### config.mk
export PLATFORM = sky130hd
export DESIGN_NAME = muldiv_top
export DESIGN_NICKNAME = d
export VERILOG_FILES = /design/src/muldiv_pkg.sv /design/src/div_restoring.sv /design/src/muldiv_execute.sv /design/src/muldiv_top.sv /design/src/operand_prep.sv /design/src/result_select.sv
export SDC_FILE = /design/constraint.sdc
export NUM_CORES = 2
export LEC_CHECK = 0
export ABC_CLOCK_PERIOD_IN_PS = 13150
export BUFFER_PORTS_ARGS = -buffer_cell sky130_fd_sc_hd__buf_2
export CAP_MARGIN = 30
export CORE_UTILIZATION = 60
export DETAILED_ROUTE_END_ITERATION = 10
export PLACE_DENSITY = 0.87
export SYNTH_ARGS = -nofsm -noshare
export SYNTH_HDL_FRONTEND = slang
export SYNTH_SLANG_ARGS = --single-unit
### constraint.sdc
create_clock -name clk -period 13.15 [get_ports clk]
set_input_delay 1.315 -clock clk [delete_from_list [all_inputs] [get_ports clk]]
set_output_delay 1.315 -clock clk [all_outputs]
set_load 0.02 [all_outputs]
### src/muldiv_pkg.sv
//********************
// M extension multiply/divide unit: shared widths, opcode
// encodings and divider FSM states.
//********************

`default_nettype none

package muldiv_pkg;

    // ********************
    // Widths and counts
    // ********************
    localparam int DATA_WIDTH = 32;          // Operand and result width.
    localparam int DIV_STEPS  = DATA_WIDTH;  // One quotient bit per divider step.
    localparam int DIV_CNT_W  = 6;           // Must hold DIV_STEPS itself.

    typedef logic [DATA_WIDTH-1:0]   data_t;   // Operand or result word.
    typedef logic [2*DATA_WIDTH-1:0] dword_t;  // Full product.

    // ********************
    // Encodings
    // ********************
    // funct3 values of the M extension.
    typedef enum logic [2:0] {
        MUL    = 3'd0,  // SxS low word.
        MULH   = 3'd1,  // SxS high word.
        MULHSU = 3'd2,  // SxU high word.
        MULHU  = 3'd3,  // UxU high word.
        DIV    = 3'd4,  // Signed quotient.
        DIVU   = 3'd5,  // Unsigned quotient.
        REM    = 3'd6,  // Signed remainder.
        REMU   = 3'd7   // Unsigned remainder.
    } muldiv_op_e;

    // Divider control.
    typedef enum logic {
        DIV_IDLE = 1'b0,  // Waiting for start, results held.
        DIV_RUN  = 1'b1   // Shift-subtract steps in progress.
    } div_state_e;

endpackage

`default_nettype wire

### src/div_restoring.sv
//********************
// Iterative restoring unsigned divider. One quotient bit per cycle,
// results held until the next start.
//********************

`default_nettype none

module div_restoring import muldiv_pkg::*; (
    input  logic  clk,
    input  logic  rstLow,
    input  logic  start_i,     // Latch operands and begin.
    input  data_t dividend_i,  // Unsigned dividend.
    input  data_t divisor_i,   // Unsigned divisor, never zero here.
    output data_t quot_o,      // Quotient, valid when idle.
    output data_t rem_o,       // Remainder, valid when idle.
    output logic  busy_o       // High for DIV_STEPS cycles.
);

    div_state_e           state_q;    // Idle or running.
    logic [DIV_CNT_W-1:0] cnt_q;      // Steps done so far.
    data_t                quot_q;     // Dividend shifts out, quotient in.
    data_t                rem_q;      // Partial remainder.
    data_t                divisor_q;  // Latched divisor.
    logic [DATA_WIDTH:0]  shifted;    // Remainder with next dividend bit.
    logic [DATA_WIDTH:0]  trial;      // Shifted remainder minus divisor.

    // ********************
    // Datapath step
    // ********************
    assign shifted = {rem_q, quot_q[DATA_WIDTH-1]};
    assign trial   = shifted - {1'b0, divisor_q};  // MSB set means it went negative.

    always_ff @(posedge clk) begin
        if (start_i) begin
            quot_q    <= dividend_i;
            rem_q     <= '0;
            divisor_q <= divisor_i;
        end else if (state_q == DIV_RUN) begin
            if (!trial[DATA_WIDTH]) begin
                rem_q  <= trial[DATA_WIDTH-1:0];   // Subtraction fits.
                quot_q <= {quot_q[DATA_WIDTH-2:0], 1'b1};
            end else begin
                rem_q  <= shifted[DATA_WIDTH-1:0];  // Restore.
                quot_q <= {quot_q[DATA_WIDTH-2:0], 1'b0};
            end
        end
    end

    // ********************
    // Control FSM
    // ********************
    always_ff @(posedge clk or negedge rstLow) begin
        if (!rstLow) begin
            state_q <= DIV_IDLE;
            cnt_q   <= '0;
        end else begin
            case (state_q)
                DIV_IDLE: begin
                    if (start_i) begin
                        state_q <= DIV_RUN;
                        cnt_q   <= '0;
                    end
                end
                DIV_RUN: begin
                    cnt_q <= cnt_q + 1'b1;
                    if (cnt_q == DIV_CNT_W'(DIV_STEPS - 1)) begin
                        state_q <= DIV_IDLE;  // Last step on this edge.
                    end
                end
                default: state_q <= DIV_IDLE;
            endcase
        end
    end

    assign busy_o = (state_q == DIV_RUN);
    assign quot_o = quot_q;
    assign rem_o  = rem_q;

    a_no_restart : assert property (
        @(posedge clk) disable iff (!rstLow) (state_q == DIV_RUN) |-> !start_i);

    a_cnt_range : assert property (
        @(posedge clk) disable iff (!rstLow) cnt_q <= DIV_CNT_W'(DIV_STEPS));

endmodule

`default_nettype wire

### src/muldiv_execute.sv
//********************
// Stage 2 of the multiply/divide unit. Unsigned multiplier, divider
// start control with operand reuse, and the busy flag.
//********************

`default_nettype none

module muldiv_execute import muldiv_pkg::*; (
    input  logic   clk,
    input  logic   rstLow,
    input  logic   start_i,   // Start strobe from the core.
    input  logic   is_div_i,  // Divide or remainder operation.
    input  logic   div0_i,    // Division by zero, no divider run.
    input  logic   ovf_i,     // Signed overflow, no divider run.
    input  data_t  op_a_i,    // Unsigned operand A.
    input  data_t  op_b_i,    // Unsigned operand B.
    output dword_t prod_o,    // Full unsigned product.
    output data_t  quot_o,    // Unsigned quotient.
    output data_t  rem_o,     // Unsigned remainder.
    output logic   busy_o     // Core must wait while high.
);

    data_t prev_a_q;   // Dividend of the last divider start.
    data_t prev_b_q;   // Divisor of the last divider start.
    logic  started_q;  // A start was already issued in this busy period.
    logic  ops_match;  // Stored quotient and remainder still apply.
    logic  div_start;  // One-cycle start pulse to the divider.
    logic  div_busy;   // Divider is iterating.

    // Single-cycle unsigned multiply.
    assign prod_o = dword_t'(op_a_i) * dword_t'(op_b_i);

    // ********************
    // Divider start logic
    // ********************
    // The divider keeps both results, so a REM after a DIV with the
    // same magnitudes needs no new run. Signs are fixed in stage 3.
    assign ops_match = (op_a_i == prev_a_q) && (op_b_i == prev_b_q);

    assign div_start = start_i && is_div_i && !div0_i && !ovf_i
                       && !ops_match && !started_q;

    always_ff @(posedge clk or negedge rstLow) begin
        if (!rstLow) begin
            prev_a_q <= '0;  // 0/0 is div0, so no false match.
            prev_b_q <= '0;
        end else if (div_start) begin
            prev_a_q <= op_a_i;
            prev_b_q <= op_b_i;
        end
    end

    // Set by a start, cleared once the divider has gone idle.
    always_ff @(posedge clk or negedge rstLow) begin
        if (!rstLow) begin
            started_q <= 1'b0;
        end else begin
            started_q <= started_q ? div_busy : div_start;
        end
    end

    // Busy rises in the start cycle to stall the core at once.
    assign busy_o = div_start | div_busy;

    div_restoring u_div (
        .clk        (clk),
        .rstLow     (rstLow),
        .start_i    (div_start),
        .dividend_i (op_a_i),
        .divisor_i  (op_b_i),
        .quot_o     (quot_o),
        .rem_o      (rem_o),
        .busy_o     (div_busy)
    );

    // A start while the divider runs would corrupt its result.
    a_no_start_busy : assert property (
        @(posedge clk) disable iff (!rstLow) !(div_start && div_busy));

endmodule

`default_nettype wire

### src/muldiv_top.sv
//********************
// RISC-V M extension multiply/divide unit. Operand preparation,
// execute and result selection in a chain.
//********************

`default_nettype none

module muldiv_top import muldiv_pkg::*; (
    input  data_t      rs1_i,     // Multiplicand or dividend.
    input  data_t      rs2_i,     // Multiplier or divisor.
    input  muldiv_op_e funct3_i,  // Operation select.
    input  logic       start_i,   // Start strobe, pulse or level.
    input  logic       clk,
    input  logic       rstLow,
    output data_t      c_o,       // Result, valid when not busy.
    output logic       busy_o     // Divider in progress.
);

    data_t  op_a, op_b;  // Unsigned operands.
    logic   is_div;
    logic   neg_prod, neg_quot, neg_rem;
    logic   div0, ovf;   // Special cases.
    dword_t prod;
    data_t  quot, rem;

    operand_prep u_prep (
        .rs1_i      (rs1_i),
        .rs2_i      (rs2_i),
        .funct3_i   (funct3_i),
        .op_a_o     (op_a),
        .op_b_o     (op_b),
        .is_div_o   (is_div),
        .neg_prod_o (neg_prod),
        .neg_quot_o (neg_quot),
        .neg_rem_o  (neg_rem),
        .div0_o     (div0),
        .ovf_o      (ovf)
    );

    muldiv_execute u_exec (
        .clk      (clk),
        .rstLow   (rstLow),
        .start_i  (start_i),
        .is_div_i (is_div),
        .div0_i   (div0),
        .ovf_i    (ovf),
        .op_a_i   (op_a),
        .op_b_i   (op_b),
        .prod_o   (prod),
        .quot_o   (quot),
        .rem_o    (rem),
        .busy_o   (busy_o)
    );

    result_select u_sel (
        .funct3_i   (funct3_i),
        .rs1_i      (rs1_i),
        .prod_i     (prod),
        .quot_i     (quot),
        .rem_i      (rem),
        .neg_prod_i (neg_prod),
        .neg_quot_i (neg_quot),
        .neg_rem_i  (neg_rem),
        .div0_i     (div0),
        .ovf_i      (ovf),
        .c_o        (c_o)
    );

endmodule

`default_nettype wire

### src/operand_prep.sv
//********************
// Stage 1 of the multiply/divide unit. Decodes the opcode, takes
// absolute values of signed operands and flags the special cases.
//********************

`default_nettype none

module operand_prep import muldiv_pkg::*; (
    input  data_t      rs1_i,       // Multiplicand or dividend.
    input  data_t      rs2_i,       // Multiplier or divisor.
    input  muldiv_op_e funct3_i,    // Operation select.
    output data_t      op_a_o,      // Unsigned magnitude of rs1.
    output data_t      op_b_o,      // Unsigned magnitude of rs2.
    output logic       is_div_o,    // Divide or remainder operation.
    output logic       neg_prod_o,  // Product must be negated.
    output logic       neg_quot_o,  // Quotient must be negated.
    output logic       neg_rem_o,   // Remainder must be negated.
    output logic       div0_o,      // Division by zero.
    output logic       ovf_o        // Signed overflow, DIV and REM only.
);

    localparam data_t MOST_NEG = {1'b1, {(DATA_WIDTH-1){1'b0}}};

    logic  rs1_signed;  // rs1 is treated as two's complement.
    logic  rs2_signed;  // rs2 is treated as two's complement.
    logic  a_neg;       // rs1 is signed and negative.
    logic  b_neg;       // rs2 is signed and negative.
    logic  signed_div;  // DIV or REM.

    // ********************
    // Signedness decode
    // ********************
    // rs1 is unsigned only for the pure unsigned variants.
    assign rs1_signed = !(funct3_i inside {MULHU, DIVU, REMU});
    // rs2 is signed only when both operands are signed.
    assign rs2_signed = funct3_i inside {MUL, MULH, DIV, REM};
    assign signed_div = funct3_i inside {DIV, REM};
    assign is_div_o   = funct3_i[2];  // Upper half of the opcode space.

    assign a_neg = rs1_signed & rs1_i[DATA_WIDTH-1];
    assign b_neg = rs2_signed & rs2_i[DATA_WIDTH-1];

    // Absolute values. The most negative value maps onto 2^31,
    // which is still correct as an unsigned magnitude.
    assign op_a_o = a_neg ? (~rs1_i + data_t'(1)) : rs1_i;
    assign op_b_o = b_neg ? (~rs2_i + data_t'(1)) : rs2_i;

    // ********************
    // Sign fixups
    // ********************
    assign neg_prod_o = a_neg ^ b_neg;  // Product sign.
    assign neg_quot_o = a_neg ^ b_neg;  // Quotient follows the same rule.
    assign neg_rem_o  = a_neg;          // Remainder takes the dividend sign.

    // Special cases, decided on the raw operands.
    assign div0_o = is_div_o && (rs2_i == '0);
    assign ovf_o  = signed_div && (rs1_i == MOST_NEG) && (rs2_i == '1);

endmodule

`default_nettype wire

### src/result_select.sv
//********************
// Stage 3 of the multiply/divide unit. Sign correction, special-case
// results and the output mux.
//********************

`default_nettype none

module result_select import muldiv_pkg::*; (
    input  muldiv_op_e funct3_i,    // Operation select.
    input  data_t      rs1_i,       // Raw dividend for special cases.
    input  dword_t     prod_i,      // Unsigned product.
    input  data_t      quot_i,      // Unsigned quotient.
    input  data_t      rem_i,       // Unsigned remainder.
    input  logic       neg_prod_i,  // Negate the product.
    input  logic       neg_quot_i,  // Negate the quotient.
    input  logic       neg_rem_i,   // Negate the remainder.
    input  logic       div0_i,      // Division by zero.
    input  logic       ovf_i,       // Signed overflow.
    output data_t      c_o          // Result word.
);

    dword_t prod_s;  // Signed product.
    data_t  quot_s;  // Signed quotient.
    data_t  rem_s;   // Signed remainder.
    data_t  quot_r;  // Quotient after special cases.
    data_t  rem_r;   // Remainder after special cases.

    // ********************
    // Sign correction
    // ********************
    assign prod_s = neg_prod_i ? (~prod_i + dword_t'(1)) : prod_i;
    assign quot_s = neg_quot_i ? (~quot_i + data_t'(1)) : quot_i;
    assign rem_s  = neg_rem_i  ? (~rem_i + data_t'(1))  : rem_i;  // Zero stays zero.

    // Special cases override the divider output.
    always_comb begin
        if (div0_i) begin
            quot_r = '1;      // All ones.
            rem_r  = rs1_i;   // Dividend unchanged.
        end else if (ovf_i) begin
            quot_r = rs1_i;   // Most negative value.
            rem_r  = '0;
        end else begin
            quot_r = quot_s;
            rem_r  = rem_s;
        end
    end

    // ********************
    // Output mux
    // ********************
    always_comb begin
        case (funct3_i)
            MUL:    c_o = prod_s[DATA_WIDTH-1:0];              // Low word.
            MULH,
            MULHSU,
            MULHU:  c_o = prod_s[2*DATA_WIDTH-1:DATA_WIDTH];   // High word.
            DIV,
            DIVU:   c_o = quot_r;
            REM,
            REMU:   c_o = rem_r;
            default: c_o = '0;
        endcase
    end

endmodule

`default_nettype wire

==> results.py <==
metrics = {
    "final_layout": {
        "post-route-cell-area_sq_um": 54700,
        "syn2layout_area_growth_pct": 12.5,
        "layout_common_cells": "inv_1, fa_1, nor2_1",
        "finalNonFillerCells": 7143,
        "layout-drive-gt1-share_pct": 13.4,
        "layout_commonest_cell": "inv_1",
        "nNetsFinal": 7342,
    },
    "worst_setup_path": {
        "start_kind": "input pin",
        "critical_path.most_common_cell": "fa_1",
        "crit_fanout": 14,
        "end_kind": "primary output",
        "required_ps": 11840,
        "crit_type": "in -> out",
        "arrival_ps": 11750,
        "max_stage_delay_ps": 640,
        "critPathSlowestCell": "fa_1",
    },
    "floorplan": {
        "start_util_pct": 61.1,
        "die_h_um": 287,
        "core_area_sq_um": 79500,
        "ios": 103,
        "die-area_sq_um": 82100,
        "die_w_um": 287,
        "fp-row-count": 103,
    },
    "worst_hold_path": {
        "hold_class": "reg -> reg",
    },
    "timing": {
        "max_slew.worst_pin.slew_ps": 1210,
        "slew_violations": 0,
        "fmax_mhz": 76.5,
        "finalSetupViolCount": 0,
        "min_period_over_period_pct": 99.4,
        "hold_ws_ps": 509,
        "fin_tns_setup_ps": 0,
        "min_period_ps": 13070,
        "finalHoldViolCount": 0,
        "slew_headroom_pct": 18.9,
        "fin_skew_ps": 14.7,
    },
    "run": {
        "cap_viol_max_count": 0,
    },
    "drt": {
        "routed_wl_um": 193000,
        "vias_per_cell": 6.41,
        "routedWlPerCell_um": 27.0,
        "ant_nets": 0,
        "drt_iter0_markers": 5972,
        "drc": 0,
        "via_count": 45761,
        "drtPass1Iterations": 8,
    },
    "grt": {
        "gr-total-overflow": 0,
        "first_global_vias": 45922,
        "grt_max_degree": 102,
        "antenna_found_initial": 10,
        "track_usage_pct": 47.4,
        "grt_pass1_wl_um": 284000,
    },
    "yosys": {
        "syn_avg_cell_area_sq_um": 8.32,
        "synth_fp_nets": 7109,
        "synth_xor_area_share_pct": 5.94,
        "synth_top_area_cell": "fa_1",
        "synth-compound-area-share_pct": 11.4,
        "synth_top_family_by_area": "adder cells",
        "yosys.area_share.simple_pct": 17.3,
        "netlist_instances": 5840,
        "synth.top_cell.area_share_pct": 37.0,
        "synth-edff-count": 64,
        "yosys_most_used_dff": "dfrtp_1",
        "synth.distinct_cells": 112,
        "synth.top_cells.by_area": "fa_1, inv_1, ha_1, nor2_1, nand2_1",
        "synthMuxAreaShare_pct": 1.06,
        "synth_area_sq_um": 48600,
        "yosys_warnings": 0,
        "seq_area_frac_synth_pct": 8.99,
        "ys_ff_latch": 168,
        "synth_fa_ha_area_share_pct": 44.8,
        "async_flop_share_pct": 42.9,
    },
    "cts": {
        "clkSinkCount": 168,
        "cts_buffer_depth": 2,
        "tritoncts": "built",
        "numCtsBuffers": 17,
        "clk_latency_ps": 480,
        "clockRootBuffer": "clkbuf_16",
        "htreeDepth": 4,
        "clk_pin_slew_ps": 70,
    },
    "outcome": {
        "status": "finished, final reports clean",
    },
    "place": {
        "gp_congestion": 1.04,
        "portBuffers": 102,
        "place_hpwl_um": 156000,
        "place_area_sq_um": 52800,
        "dp.cells": 7046,
    },
}
==> layer usage <==
| layer | track usage, % | part of all wire [%] | vias to the layer above |
|---|---|---|---|
| met4 | 37.0 | 10 | 4 |
| met3 | 13.0 | 13 | 1007 |
| met5 | 0 | 0.014 | - |
| met2 | 71.7 | 43 | 3502 |
| met1 | 57.5 | 33 | 22359 |
| li1 | - | - | 18889 |
==> path summary, 6_finish.rpt <==
check	from	to	slack (ps)	depth (start not counted)
max reg2reg	u_exec.prev_a_q[29]	u_exec.u_div.quot_o[0]	8180	13
min reg2reg	u_exec.u_div.cnt_q[0]	u_exec.u_div.cnt_q[0]	510	1
min	u_exec.u_div.cnt_q[0]	u_exec.u_div.cnt_q[0]	510	1
min in group asynchronous	rstLow	u_exec.u_div.busy_o	650	1
max	rs1_i[4]	c_o[19]	80	36
max in group asynchronous	rstLow	u_exec.prev_b_q[2]	11760	3
==> what timing repair did <==
action | in CTS | in global routing
gates resized for setup | 5 | 178
buffers inserted | 1 | 52
pin swaps | 0 | 77
setup endpoints to repair | 17 | 32
hold buffers | 0 | 0
gates cloned | 0 | 3
==> critical path, delay by kind of cell <==
kind            cells  cell delay (ps)
simple gates        8             2440
buf+inv            11             1580
xor+xnor            2              360
compound gates      6             1540
fa+ha+maj           9             4490
==> kinds of logic after synthesis <==
family,Yosys count
flops,168
compound gates,839
xor+xnor,324
simple gates,1913
fa+ha+maj,1199
buf+inv,1347
mux,50
==> per-stage QoR <==
stage                     utilization [%]  worst slack [ps]
after CTS                            67.1              21.3
final                                68.7              83.1
after floorplan                         -              86.9
after global placement               66.4             -38.3
after detailed placement             66.4              -111
after global routing                 68.7              -110
==> sequential cells by signal, indices dropped and copies added, names as in the netlist <==
| name | count |
|---|---|
| u_exec.u_div.quot_o | 32 |
| u_exec.prev_b_q | 32 |
| u_exec.u_div.rem_o | 32 |
| u_exec.u_div.divisor_q | 32 |
| u_exec.u_div.busy_o | 1 |
| u_exec.started_q | 1 |
| u_exec.prev_a_q | 32 |
| u_exec.u_div.cnt_q | 6 |
==> layout make-up <==
cell class / instances / area (sq um)
Multi-Input combinational cell: 4325 / 40100
Fill cell: 6384 / 24900
Timing Repair Buffer: 541 / 4460
Sequential cell: 168 / 4370
Inverter: 1020 / 3840
Tap cell: 1050 / 1310
Clock buffer: 18 / 429
Clock inverter: 14 / 134
Antenna cell: 7 / 17.5
==> Yosys cell counts, drive strengths merged, types with 38 or more instances <==
cell / instances
nand3: 55
fa: 897
xor2: 115
nor2: 826
dfrtp: 72
clkbuf: 274
edfxtp: 64
a211oi: 57
a21oi: 256
o21ai: 166
nand2: 670
buf: 53
nor3: 53
xnor2: 209
nand4: 52
inv: 1014
mux2i: 38
a21o: 51
ha: 302
Power is not shown: default switching activity piles up to over one toggle a cycle in this logic, so the estimate is an artifact.
